$ cat src/include/cluster_periph_config.svh
// core count, reset boot addresses, slot register offsets and event bit positions
`ifndef CLUSTER_PERIPH_CONFIG_SVH
`define CLUSTER_PERIPH_CONFIG_SVH

`define CP_NB_CORES        8

// reset boot addresses, selected by en_sa_boot_i
`define CP_ROM_BOOT_ADDR   32'h1A00_0000
`define CP_BOOT_ADDR       32'h1C00_0000

// control register slot
`define CP_OFS_EOC         8'h00
`define CP_OFS_FETCH_EN    8'h08
`define CP_OFS_BOOT_ADDR   8'h40

// timer slot
`define CP_OFS_TIMER_CFG   8'h00
`define CP_OFS_TIMER_CNT   8'h04
`define CP_OFS_TIMER_CMP   8'h08

// event unit slot, mask and buffer have one word per core
`define CP_OFS_EVT_MASK    8'h00
`define CP_OFS_EVT_BUFFER  8'h20
`define CP_OFS_EVT_SW_TRIG 8'h60

// event buffer bit map
`define CP_EVT_TIMER       0
`define CP_EVT_DMA         1
`define CP_EVT_DMA_IRQ     2
`define CP_EVT_ACC_BASE    4
`define CP_EVT_SW_BASE     8

`endif

$ cat src/hdl/cluster_periph_pkg.sv
// bus and per-core vector types, peripheral request and response structs, byte-enable mask
`include "cluster_periph_config.svh"

package cluster_periph_pkg;

  // bus fields
  typedef logic [31:0]             addr_t;
  typedef logic [31:0]             data_t;
  typedef logic [3:0]              be_t;
  typedef logic [`CP_NB_CORES:0]   per_id_t;

  // per-core quantities
  typedef logic [`CP_NB_CORES-1:0] core_vec_t;
  typedef logic [15:0]             evt_vec_t;
  typedef logic [4:0]              irq_id_t;
  typedef logic [3:0]              acc_evt_t;

  // wen high means read
  typedef struct packed {
    logic    req;
    addr_t   add;
    logic    wen;
    data_t   wdata;
    be_t     be;
    per_id_t id;
  } periph_req_t;

  typedef struct packed {
    logic    gnt;
    logic    r_valid;
    data_t   r_rdata;
    per_id_t r_id;
  } periph_rsp_t;

  // expands byte enables to a bit mask over the data word
  function automatic data_t be_to_mask(be_t be);
    data_t mask;
    for (int b = 0; b < 4; b++) begin
      mask[8*b +: 8] = {8{be[b]}};
    end
    return mask;
  endfunction

endpackage

$ cat src/hdl/cluster_ctrl_regs.sv
// cluster control registers: end of computation, fetch enable, per-core boot addresses
`timescale 1ns/1ps
`include "cluster_periph_config.svh"

module cluster_ctrl_regs (
  input  logic                                          clk_i,
  input  logic                                          rst_n_i,
  input  logic                                          en_sa_boot_i,
  input  cluster_periph_pkg::periph_req_t               bus_req_i,
  output cluster_periph_pkg::periph_rsp_t               bus_rsp_o,
  output logic                                          eoc_o,
  output cluster_periph_pkg::core_vec_t                 fetch_enable_o,
  output cluster_periph_pkg::addr_t [`CP_NB_CORES-1:0]  boot_addr_o
);
  import cluster_periph_pkg::*;

  logic                     eoc_q;
  core_vec_t                fetch_en_q;
  addr_t [`CP_NB_CORES-1:0] boot_addr_q;

  logic      wr_en;
  logic      hit_eoc;
  logic      hit_fetch;
  core_vec_t hit_boot;
  data_t     wmask;
  data_t     rdata;

  logic      r_valid_q;
  per_id_t   r_id_q;
  data_t     r_rdata_q;

  assign wr_en     = bus_req_i.req && !bus_req_i.wen;
  assign wmask     = be_to_mask(bus_req_i.be);
  assign hit_eoc   = bus_req_i.add[7:0] == `CP_OFS_EOC;
  assign hit_fetch = bus_req_i.add[7:0] == `CP_OFS_FETCH_EN;

  // ************************************************
  // decode and read mux
  // ************************************************
  always_comb begin
    rdata = '0;
    if (hit_eoc) rdata[0] = eoc_q;
    if (hit_fetch) rdata[`CP_NB_CORES-1:0] = fetch_en_q;
    for (int i = 0; i < `CP_NB_CORES; i++) begin
      hit_boot[i] = bus_req_i.add[7:0] == 8'(`CP_OFS_BOOT_ADDR + 4*i);
      if (hit_boot[i]) rdata = boot_addr_q[i];
    end
  end

  always_ff @(posedge clk_i) begin
    if (!rst_n_i) begin
      eoc_q      <= 1'b0;
      fetch_en_q <= '0;
      for (int i = 0; i < `CP_NB_CORES; i++) begin
        boot_addr_q[i] <= en_sa_boot_i ? `CP_ROM_BOOT_ADDR : `CP_BOOT_ADDR;
      end
    end else if (wr_en) begin
      if (hit_eoc && wmask[0]) eoc_q <= bus_req_i.wdata[0];
      if (hit_fetch) begin
        fetch_en_q <= (fetch_en_q & ~wmask[`CP_NB_CORES-1:0]) |
                      (bus_req_i.wdata[`CP_NB_CORES-1:0] & wmask[`CP_NB_CORES-1:0]);
      end
      for (int i = 0; i < `CP_NB_CORES; i++) begin
        if (hit_boot[i]) begin
          boot_addr_q[i] <= (boot_addr_q[i] & ~wmask) | (bus_req_i.wdata & wmask);
        end
      end
    end
  end

  // response one cycle after the grant
  always_ff @(posedge clk_i) begin
    if (!rst_n_i) r_valid_q <= 1'b0;
    else r_valid_q <= bus_req_i.req;
  end

  always_ff @(posedge clk_i) begin
    if (bus_req_i.req) begin
      r_id_q    <= bus_req_i.id;
      r_rdata_q <= bus_req_i.wen ? rdata : '0;
    end
  end

  assign bus_rsp_o.gnt     = bus_req_i.req;
  assign bus_rsp_o.r_valid = r_valid_q;
  assign bus_rsp_o.r_rdata = r_rdata_q;
  assign bus_rsp_o.r_id    = r_id_q;

  assign eoc_o          = eoc_q;
  assign fetch_enable_o = fetch_en_q;
  assign boot_addr_o    = boot_addr_q;

endmodule

$ cat src/hdl/cluster_periph_top.sv
// cluster peripheral top: control registers, timer, event unit plug merge and event unit
`timescale 1ns/1ps
`include "cluster_periph_config.svh"

module cluster_periph_top (
  input  logic                                            clk_i,
  input  logic                                            rst_n_i,
  input  logic                                            en_sa_boot_i,

  // peripheral slots
  input  cluster_periph_pkg::periph_req_t                 ctrl_req_i,
  input  cluster_periph_pkg::periph_req_t                 timer_req_i,
  input  cluster_periph_pkg::periph_req_t [1:0]           eu_req_i,
  output cluster_periph_pkg::periph_rsp_t                 ctrl_rsp_o,
  output cluster_periph_pkg::periph_rsp_t                 timer_rsp_o,
  output cluster_periph_pkg::periph_rsp_t [1:0]           eu_rsp_o,

  // external events
  input  logic                                            dma_cl_event_i,
  input  logic                                            dma_cl_irq_i,
  input  cluster_periph_pkg::acc_evt_t [`CP_NB_CORES-1:0] hwpe_events_i,

  // cluster and core control
  output logic                                            eoc_o,
  output cluster_periph_pkg::core_vec_t                   fetch_enable_o,
  output cluster_periph_pkg::addr_t [`CP_NB_CORES-1:0]    boot_addr_o,
  output logic                                            busy_o,
  output cluster_periph_pkg::core_vec_t                   irq_req_o,
  output cluster_periph_pkg::irq_id_t [`CP_NB_CORES-1:0]  irq_id_o
);
  import cluster_periph_pkg::*;

  periph_req_t eu_req;
  periph_rsp_t eu_rsp;
  logic        timer_evt;

  // ************************************************
  // end of computation and boot control
  // ************************************************
  cluster_ctrl_regs i_ctrl_regs (
    .clk_i          ( clk_i          ),
    .rst_n_i        ( rst_n_i        ),
    .en_sa_boot_i   ( en_sa_boot_i   ),
    .bus_req_i      ( ctrl_req_i     ),
    .bus_rsp_o      ( ctrl_rsp_o     ),
    .eoc_o          ( eoc_o          ),
    .fetch_enable_o ( fetch_enable_o ),
    .boot_addr_o    ( boot_addr_o    )
  );

  // ************************************************
  // timer
  // ************************************************
  cluster_timer i_timer (
    .clk_i       ( clk_i       ),
    .rst_n_i     ( rst_n_i     ),
    .bus_req_i   ( timer_req_i ),
    .bus_rsp_o   ( timer_rsp_o ),
    .timer_evt_o ( timer_evt   ),
    .busy_o      ( busy_o      )
  );

  // ************************************************
  // event unit, two plugs merged onto one port
  // ************************************************
  eu_plug_merge i_eu_merge (
    .clk_i      ( clk_i    ),
    .rst_n_i    ( rst_n_i  ),
    .plug_req_i ( eu_req_i ),
    .plug_rsp_o ( eu_rsp_o ),
    .eu_req_o   ( eu_req   ),
    .eu_rsp_i   ( eu_rsp   )
  );

  event_unit_core i_event_unit (
    .clk_i       ( clk_i          ),
    .rst_n_i     ( rst_n_i        ),
    .bus_req_i   ( eu_req         ),
    .bus_rsp_o   ( eu_rsp         ),
    .timer_evt_i ( timer_evt      ),
    .dma_evt_i   ( dma_cl_event_i ),
    .dma_irq_i   ( dma_cl_irq_i   ),
    .acc_evt_i   ( hwpe_events_i  ),
    .irq_req_o   ( irq_req_o      ),
    .irq_id_o    ( irq_id_o       )
  );

endmodule

$ cat src/hdl/cluster_timer.sv
// cluster timer: configuration, counter and compare registers with compare-match event
`timescale 1ns/1ps
`include "cluster_periph_config.svh"

module cluster_timer (
  input  logic                            clk_i,
  input  logic                            rst_n_i,
  input  cluster_periph_pkg::periph_req_t bus_req_i,
  output cluster_periph_pkg::periph_rsp_t bus_rsp_o,
  output logic                            timer_evt_o,
  output logic                            busy_o
);
  import cluster_periph_pkg::*;

  logic    en_q;
  data_t   cnt_q;
  data_t   cmp_q;
  logic    match;

  logic    wr_en;
  logic    hit_cfg;
  logic    hit_cnt;
  logic    hit_cmp;
  data_t   wmask;
  data_t   rdata;

  logic    r_valid_q;
  per_id_t r_id_q;
  data_t   r_rdata_q;

  assign wr_en   = bus_req_i.req && !bus_req_i.wen;
  assign wmask   = be_to_mask(bus_req_i.be);
  assign hit_cfg = bus_req_i.add[7:0] == `CP_OFS_TIMER_CFG;
  assign hit_cnt = bus_req_i.add[7:0] == `CP_OFS_TIMER_CNT;
  assign hit_cmp = bus_req_i.add[7:0] == `CP_OFS_TIMER_CMP;

  // ************************************************
  // counter
  // ************************************************
  assign match = en_q && (cnt_q == cmp_q);

  always_ff @(posedge clk_i) begin
    if (!rst_n_i) begin
      en_q  <= 1'b0;
      cnt_q <= '0;
      cmp_q <= '1;
    end else begin
      // wrap on match, otherwise count while enabled
      if (match) cnt_q <= '0;
      else if (en_q) cnt_q <= cnt_q + 32'd1;
      // bus writes override the counting
      if (wr_en && hit_cfg && wmask[0]) begin
        en_q <= bus_req_i.wdata[0];
        if (bus_req_i.wdata[1]) cnt_q <= '0;
      end
      if (wr_en && hit_cnt) cnt_q <= (cnt_q & ~wmask) | (bus_req_i.wdata & wmask);
      if (wr_en && hit_cmp) cmp_q <= (cmp_q & ~wmask) | (bus_req_i.wdata & wmask);
    end
  end

  // count reset bit always reads back as 0
  always_comb begin
    rdata = '0;
    if (hit_cfg) rdata[0] = en_q;
    if (hit_cnt) rdata = cnt_q;
    if (hit_cmp) rdata = cmp_q;
  end

  always_ff @(posedge clk_i) begin
    if (!rst_n_i) r_valid_q <= 1'b0;
    else r_valid_q <= bus_req_i.req;
  end

  always_ff @(posedge clk_i) begin
    if (bus_req_i.req) begin
      r_id_q    <= bus_req_i.id;
      r_rdata_q <= bus_req_i.wen ? rdata : '0;
    end
  end

  assign bus_rsp_o.gnt     = bus_req_i.req;
  assign bus_rsp_o.r_valid = r_valid_q;
  assign bus_rsp_o.r_rdata = r_rdata_q;
  assign bus_rsp_o.r_id    = r_id_q;

  assign timer_evt_o = match;
  assign busy_o      = en_q;

endmodule

$ cat src/hdl/eu_plug_merge.sv
// event unit plug merge: fixed-priority select of two bus plugs and response routing
`timescale 1ns/1ps

module eu_plug_merge (
  input  logic                                  clk_i,
  input  logic                                  rst_n_i,
  input  cluster_periph_pkg::periph_req_t [1:0] plug_req_i,
  output cluster_periph_pkg::periph_rsp_t [1:0] plug_rsp_o,
  output cluster_periph_pkg::periph_req_t       eu_req_o,
  input  cluster_periph_pkg::periph_rsp_t       eu_rsp_i
);
  import cluster_periph_pkg::*;

  // 1 selects plug 1, only when plug 0 is idle
  logic       sel;
  logic       sel_q;
  logic [1:0] gnt_oh;
  logic [1:0] rsp_oh;

  assign sel      = !plug_req_i[0].req && plug_req_i[1].req;
  assign eu_req_o = plug_req_i[sel];

  // remember who was granted so the response goes back to that plug only
  always_ff @(posedge clk_i) begin
    if (!rst_n_i) begin
      sel_q <= 1'b0;
    end else if (eu_req_o.req && eu_rsp_i.gnt) begin
      sel_q <= sel;
    end
  end

  assign gnt_oh = {sel, !sel} & {2{eu_rsp_i.gnt}};
  assign rsp_oh = {sel_q, !sel_q} & {2{eu_rsp_i.r_valid}};

  // ************************************************
  // per-plug response
  // ************************************************
  always_comb begin
    for (int p = 0; p < 2; p++) begin
      plug_rsp_o[p].gnt     = gnt_oh[p];
      plug_rsp_o[p].r_valid = rsp_oh[p];
      plug_rsp_o[p].r_rdata = rsp_oh[p] ? eu_rsp_i.r_rdata : '0;
      plug_rsp_o[p].r_id    = rsp_oh[p] ? eu_rsp_i.r_id : '0;
    end
  end

endmodule

$ cat src/hdl/event_unit_core.sv
// event unit: per-core event buffers and masks, software trigger, irq request and id
`timescale 1ns/1ps
`include "cluster_periph_config.svh"

module event_unit_core (
  input  logic                                            clk_i,
  input  logic                                            rst_n_i,
  input  cluster_periph_pkg::periph_req_t                 bus_req_i,
  output cluster_periph_pkg::periph_rsp_t                 bus_rsp_o,
  input  logic                                            timer_evt_i,
  input  logic                                            dma_evt_i,
  input  logic                                            dma_irq_i,
  input  cluster_periph_pkg::acc_evt_t [`CP_NB_CORES-1:0] acc_evt_i,
  output cluster_periph_pkg::core_vec_t                   irq_req_o,
  output cluster_periph_pkg::irq_id_t [`CP_NB_CORES-1:0]  irq_id_o
);
  import cluster_periph_pkg::*;

  evt_vec_t [`CP_NB_CORES-1:0] mask_q;
  evt_vec_t [`CP_NB_CORES-1:0] buf_q;
  evt_vec_t [`CP_NB_CORES-1:0] evt_set;
  evt_vec_t [`CP_NB_CORES-1:0] buf_clr;
  evt_vec_t [`CP_NB_CORES-1:0] pending;

  logic      wr_en;
  logic      hit_sw;
  core_vec_t hit_mask;
  core_vec_t hit_buf;
  logic [7:0] sw_trig;
  data_t     wmask;
  data_t     rdata;

  logic      r_valid_q;
  per_id_t   r_id_q;
  data_t     r_rdata_q;

  assign wr_en   = bus_req_i.req && !bus_req_i.wen;
  assign wmask   = be_to_mask(bus_req_i.be);
  assign hit_sw  = bus_req_i.add[7:0] == `CP_OFS_EVT_SW_TRIG;
  assign sw_trig = (wr_en && hit_sw) ? (bus_req_i.wdata[7:0] & wmask[7:0]) : '0;

  // ************************************************
  // decode, event sources and read mux
  // ************************************************
  always_comb begin
    rdata = '0;
    for (int i = 0; i < `CP_NB_CORES; i++) begin
      hit_mask[i] = bus_req_i.add[7:0] == 8'(`CP_OFS_EVT_MASK + 4*i);
      hit_buf[i]  = bus_req_i.add[7:0] == 8'(`CP_OFS_EVT_BUFFER + 4*i);
      if (hit_mask[i]) rdata[15:0] = mask_q[i];
      if (hit_buf[i]) rdata[15:0] = buf_q[i];
      // a write to the buffer clears the bits written as 1
      buf_clr[i] = (wr_en && hit_buf[i]) ? (bus_req_i.wdata[15:0] & wmask[15:0]) : '0;
      // shared sources reach every core, accelerator events only their own
      evt_set[i]                          = '0;
      evt_set[i][`CP_EVT_TIMER]           = timer_evt_i;
      evt_set[i][`CP_EVT_DMA]             = dma_evt_i;
      evt_set[i][`CP_EVT_DMA_IRQ]         = dma_irq_i;
      evt_set[i][`CP_EVT_ACC_BASE +: 4]   = acc_evt_i[i];
      evt_set[i][`CP_EVT_SW_BASE +: 8]    = sw_trig;
    end
  end

  always_ff @(posedge clk_i) begin
    if (!rst_n_i) begin
      mask_q <= '0;
      buf_q  <= '0;
    end else begin
      for (int i = 0; i < `CP_NB_CORES; i++) begin
        if (wr_en && hit_mask[i]) begin
          mask_q[i] <= (mask_q[i] & ~wmask[15:0]) | (bus_req_i.wdata[15:0] & wmask[15:0]);
        end
        // set wins over clear
        buf_q[i] <= (buf_q[i] & ~buf_clr[i]) | evt_set[i];
      end
    end
  end

  // lowest pending bit gives the irq id
  always_comb begin
    for (int i = 0; i < `CP_NB_CORES; i++) begin
      pending[i]   = buf_q[i] & mask_q[i];
      irq_req_o[i] = |pending[i];
      irq_id_o[i]  = '0;
      for (int k = $bits(evt_vec_t) - 1; k >= 0; k--) begin
        if (pending[i][k]) irq_id_o[i] = irq_id_t'(k);
      end
    end
  end

  always_ff @(posedge clk_i) begin
    if (!rst_n_i) r_valid_q <= 1'b0;
    else r_valid_q <= bus_req_i.req;
  end

  always_ff @(posedge clk_i) begin
    if (bus_req_i.req) begin
      r_id_q    <= bus_req_i.id;
      r_rdata_q <= bus_req_i.wen ? rdata : '0;
    end
  end

  assign bus_rsp_o.gnt     = bus_req_i.req;
  assign bus_rsp_o.r_valid = r_valid_q;
  assign bus_rsp_o.r_rdata = r_rdata_q;
  assign bus_rsp_o.r_id    = r_id_q;

endmodule

$ cat config.mk
export PLATFORM = sky130hd
export DESIGN_NAME = cluster_periph_top
export DESIGN_NICKNAME = d
export VERILOG_FILES = /design/src/hdl/cluster_periph_pkg.sv /design/src/hdl/cluster_ctrl_regs.sv /design/src/hdl/cluster_periph_top.sv /design/src/hdl/cluster_timer.sv /design/src/hdl/eu_plug_merge.sv /design/src/hdl/event_unit_core.sv
export VERILOG_INCLUDE_DIRS = /design/src /design/src/include
export SDC_FILE = /design/constraint.sdc
export NUM_CORES = 2
export LEC_CHECK = 0
export ABC_AREA = 1
export BUFFER_PORTS_ARGS = -buffer_cell sky130_fd_sc_hd__buf_2
export CORE_AREA = 2 2 330 332
export CTS_BUF_LIST = sky130_fd_sc_hd__clkbuf_8
export CTS_CLUSTER_DIAMETER = 200
export DETAILED_ROUTE_END_ITERATION = 8
export DIE_AREA = 0 0 332 334
export PLACE_DENSITY = 0.57
export SYNTH_ARGS = -nofsm -noshare
export SYNTH_HDL_FRONTEND = slang
export SYNTH_SLANG_ARGS = --single-unit
$ cat constraint.sdc
create_clock -name clk_i -period 4.3 [get_ports clk_i]
set_clock_uncertainty 0.15 [all_clocks]
set_input_delay 0.645 -clock clk_i [delete_from_list [all_inputs] [get_ports clk_i]]
set_output_delay 0.645 -clock clk_i [all_outputs]
set_load 0.02 [all_outputs]
==> impl_metrics.csv <==
group,metric,value,unit
run_status,outcome,"complete, no violations",
sta,slew_violations,0,
route,postRouteWirelength,138000,um
die,dieWidth,332,um
synth,synth_cell_type_count,55,
synth,synth_edf_count,363,
critical_path,r2r_cells,7,
sta,worstMarginPinSlew,1.13,ns
sta,max_freq,288,MHz
synth,yosys.area.top_type,"edfxtp_1",
clocking,htree_levels,4,
hold_path,holdCritPathClass,"input port to flip-flop",
power,combPwrFrac,10.6,%
final_layout,mostFrequentLayoutCell,"nand2_1",
synth,synth_flop_cell,"edfxtp_1",
sta,setup_viol,0,
critical_path,cpMaxStageDelayCell,"a21boi_0",
critical_path,cp.arrival,2.68,ns
critical_path,crit_buf_inv,1,
sta,rsz0062_at_grt,"no",
critical_path,crit_path_max_fanout,3,
clocking,cts_max_path_buffers,3,
power,p_sw,4.44,mW
global_route,first_global_vias,32059,
synth,synth_mux_area_share,0.0290,%
power,p_leak,18.3,nW
synth,ys_seq_area_share,51.0,%
job,drv_cap,0,
sta,fin_hold_ws,0.0912,ns
hold_path,hp-start,"timer_req_i[12]",
route,num_vias,34450,
clocking,cts_tree,"built",
critical_path,critPathTopFamily,"simple AND/OR/NAND/NOR gates",
clocking,clk_latency,0.81,ns
sta,hold_violations,0,
route,wl_per_cell,20.8,um
sta,setup_slack,0.828,ns
power,p_sw_share,28.7,%
synth,synth_top_family_by_area,"simple AND/OR/NAND/NOR gates",
power,cellPowerDensity,362,nW/um^2
clocking,cts-root-buf,"clkbuf_8",
sta,slew_headroom,24.4,%
place,gp_routability_congestion,0.938,
place,dp.cells,6305,
route,drc_errors,0,
final_layout,drive_gt1_share,19.5,%
critical_path,crit_top_cell,"nand2_1",
route,antenna_left,0,
route,drtIter0Drc,3212,
critical_path,crit_path_start_kind,"flip-flop",
route,vias_per_cell,5.18,
critical_path,endpoint_kind,"primary output",
global_route,overflow,0,
final_layout,final_cell_area,42900,um^2
final_layout,nets,5485,
synth,synth_xor_area_share,0.762,%
die,start_util,32.0,%
final_layout,layout_common_cells,"nand2_1 (1333), buf_2 (665), a21oi_1 (493)",
power,p_int,11.1,mW
power,pwr-share-clk,41.2,%
die,die-area,111000,um^2
clocking,cts_hold_buffers,105,
final_layout,fin_cells,6647,
sta,post-route-min-period,3.47,ns
synth,ys_ff_latch,697,
final_layout,area_growth,24.3,%
critical_path,cp.required,3.50,ns
place,port_buffers,666,
route,firstDrtPassIters,7,
place,placedInstanceArea,39300,um^2
synth,syn_inst,4365,
power,pwr-share-seq,48.2,%
synth,yosysTopAreaCellShare,31.6,%
clocking,cts_resized,0,
critical_path,cp_cell_sequence,"nand2_1 > nand3_1 > nand2_1 > nand2_1 > nand2_1 > nand2_1 > nand2_1 > nand2_1 > nand2_1 > nand2_1 > nand2_1 > nand2_1 > nand2_1 > nand2_1 > a21boi_0 > buf_2",
die,die_y,334,um
global_route,grt_first_pass_wirelength,203000,um
global_route,grt_max_degree,142,
clocking,cts_num_sinks,697,
synth,ys_top_cells_by_area,"edfxtp_1 (32%), dfxtp_1 (19%), nand2_1 (15%)",
synth,synth_area,34500,um^2
die,ios,839,
synth,synthAdderAreaFrac,0.0363,%
clocking,path_clk_slew,0.07,ns
place,place_ws,0.640,ns
synth,async_reset_ff_share,0,%
global_route,antenna_found_initial,8,
critical_path,r2r_start,"i_timer.busy_o",
die,rows,121,
sta,finalSetupTns,0,ns
critical_path,r2r_slack,1.47,ns
synth,syn_avg_cell_area,7.90,um^2
critical_path,path_class,"flip-flop to primary output",
synth,synth_warnings,0,
hold_path,min_delay_path_depth,3,
clocking,cts_made_buffers,133,
critical_path,cpPeakStageDelay,0.43,ns
place,dp_hpwl,99200,um
sta,timing.final.crit_share,80.7,%
synth,yosys.area_share.simple,25.4,%
synth,synth_compound_area_share,15.4,%
global_route,track_usage,24.0,%
clocking,cts_setup_buffers,0,
power,ir_worst_vdd,0.000200,V
die,core_area,108000,um^2
synthesized netlist by cell type (18+ instances only):
master / instances
a211oi_1: 47
a21oi_1: 493
a221oi_1: 28
a31oi_1: 43
buf_4: 52
clkbuf_1: 169
dfxtp_1: 334
edfxtp_1: 363
inv_1: 329
inv_2: 22
nand2_1: 1333
nand3_1: 158
nand4_1: 86
nor2_1: 346
nor3_1: 31
nor4_1: 25
o211ai_1: 20
o21ai_0: 265
o221ai_1: 18
xor2_1: 27
metrics by stage:
step | power [mW] | util [%]
detailed placement | 9.16 | 36.5
finish | 15.5 | 39.8
CTS | 15.6 | 39.7
global placement | 9.14 | 36.5
floorplan | 8.43 | -
global route | 16.0 | 39.7
how the worst max path moves through the flow:
stage | cells after the start | to | slack (ns) | startpoint
2_1_floorplan | 5 | flip-flop | 0.04 | ctrl_req_i[47]
4_1_cts | 16 | irq_id_o[0] | 0.53 | i_event_unit.buf_q[14]
3_5_place_dp | 13 | i_event_unit.buf_q[21] | 0.64 | eu_req_i[78]
6_report | 16 | irq_id_o[0] | 0.83 | i_event_unit.buf_q[14]
3_3_place_gp | 18 | i_event_unit.r_rdata_q[10] | 0.67 | eu_req_i[78]
5_1_grt | 16 | irq_id_o[0] | 0.46 | i_event_unit.buf_q[14]
cells by family (layout without fill, tap and decap cells):
family | after synthesis | after routing
compound gates | 959 | 959
xor+xnor | 30 | 30
fa+ha+maj | 1 | 1
buf+inv | 605 | 1425
flops | 697 | 697
mux | 1 | 1
other cells | 1 | 49
simple gates | 2071 | 2071
worst register-to-register path, stage by stage, from the launching register on:
cell	delay, ns
dfxtp_1	0.59
inv_2	0.21
or3_1	0.44
nor4_2	0.68
nand3_1	0.23
xnor2_1	0.20
nand3_1	0.09
a31oi_1	0.18
layout make-up:
type                            instances  area (um^2)
Clock buffer                          146         2010
Clock inverter                         82          477
Inverter                              356         1350
Sequential cell                       697        17600
Tap cell                             1414         1770
Multi-Input combinational cell       3102        14600
Antenna cell                            9         22.5
Timing Repair Buffer                  841         5000
Fill cell                           11180        64900
layer usage:
layer	vias up	share of wire [%]	track usage, %
li1	16183	-	-
met1	16404	41	30.3
met2	1554	47	39.5
met3	305	7.9	4.83
met4	4	4.3	10.8
met5	-	0.025	0
power by group through the flow:
stage	clock (mW)	combinational, mW	sequential (mW)
2_1_floorplan	0	0.625	7.81
3_5_place_dp	0	1.55	7.61
5_1_grt	6.81	1.74	7.50
4_1_cts	6.52	1.63	7.47
3_3_place_gp	0	1.54	7.60
6_report	6.38	1.64	7.47
Note: power is estimated with default switching activity, not from simulation.
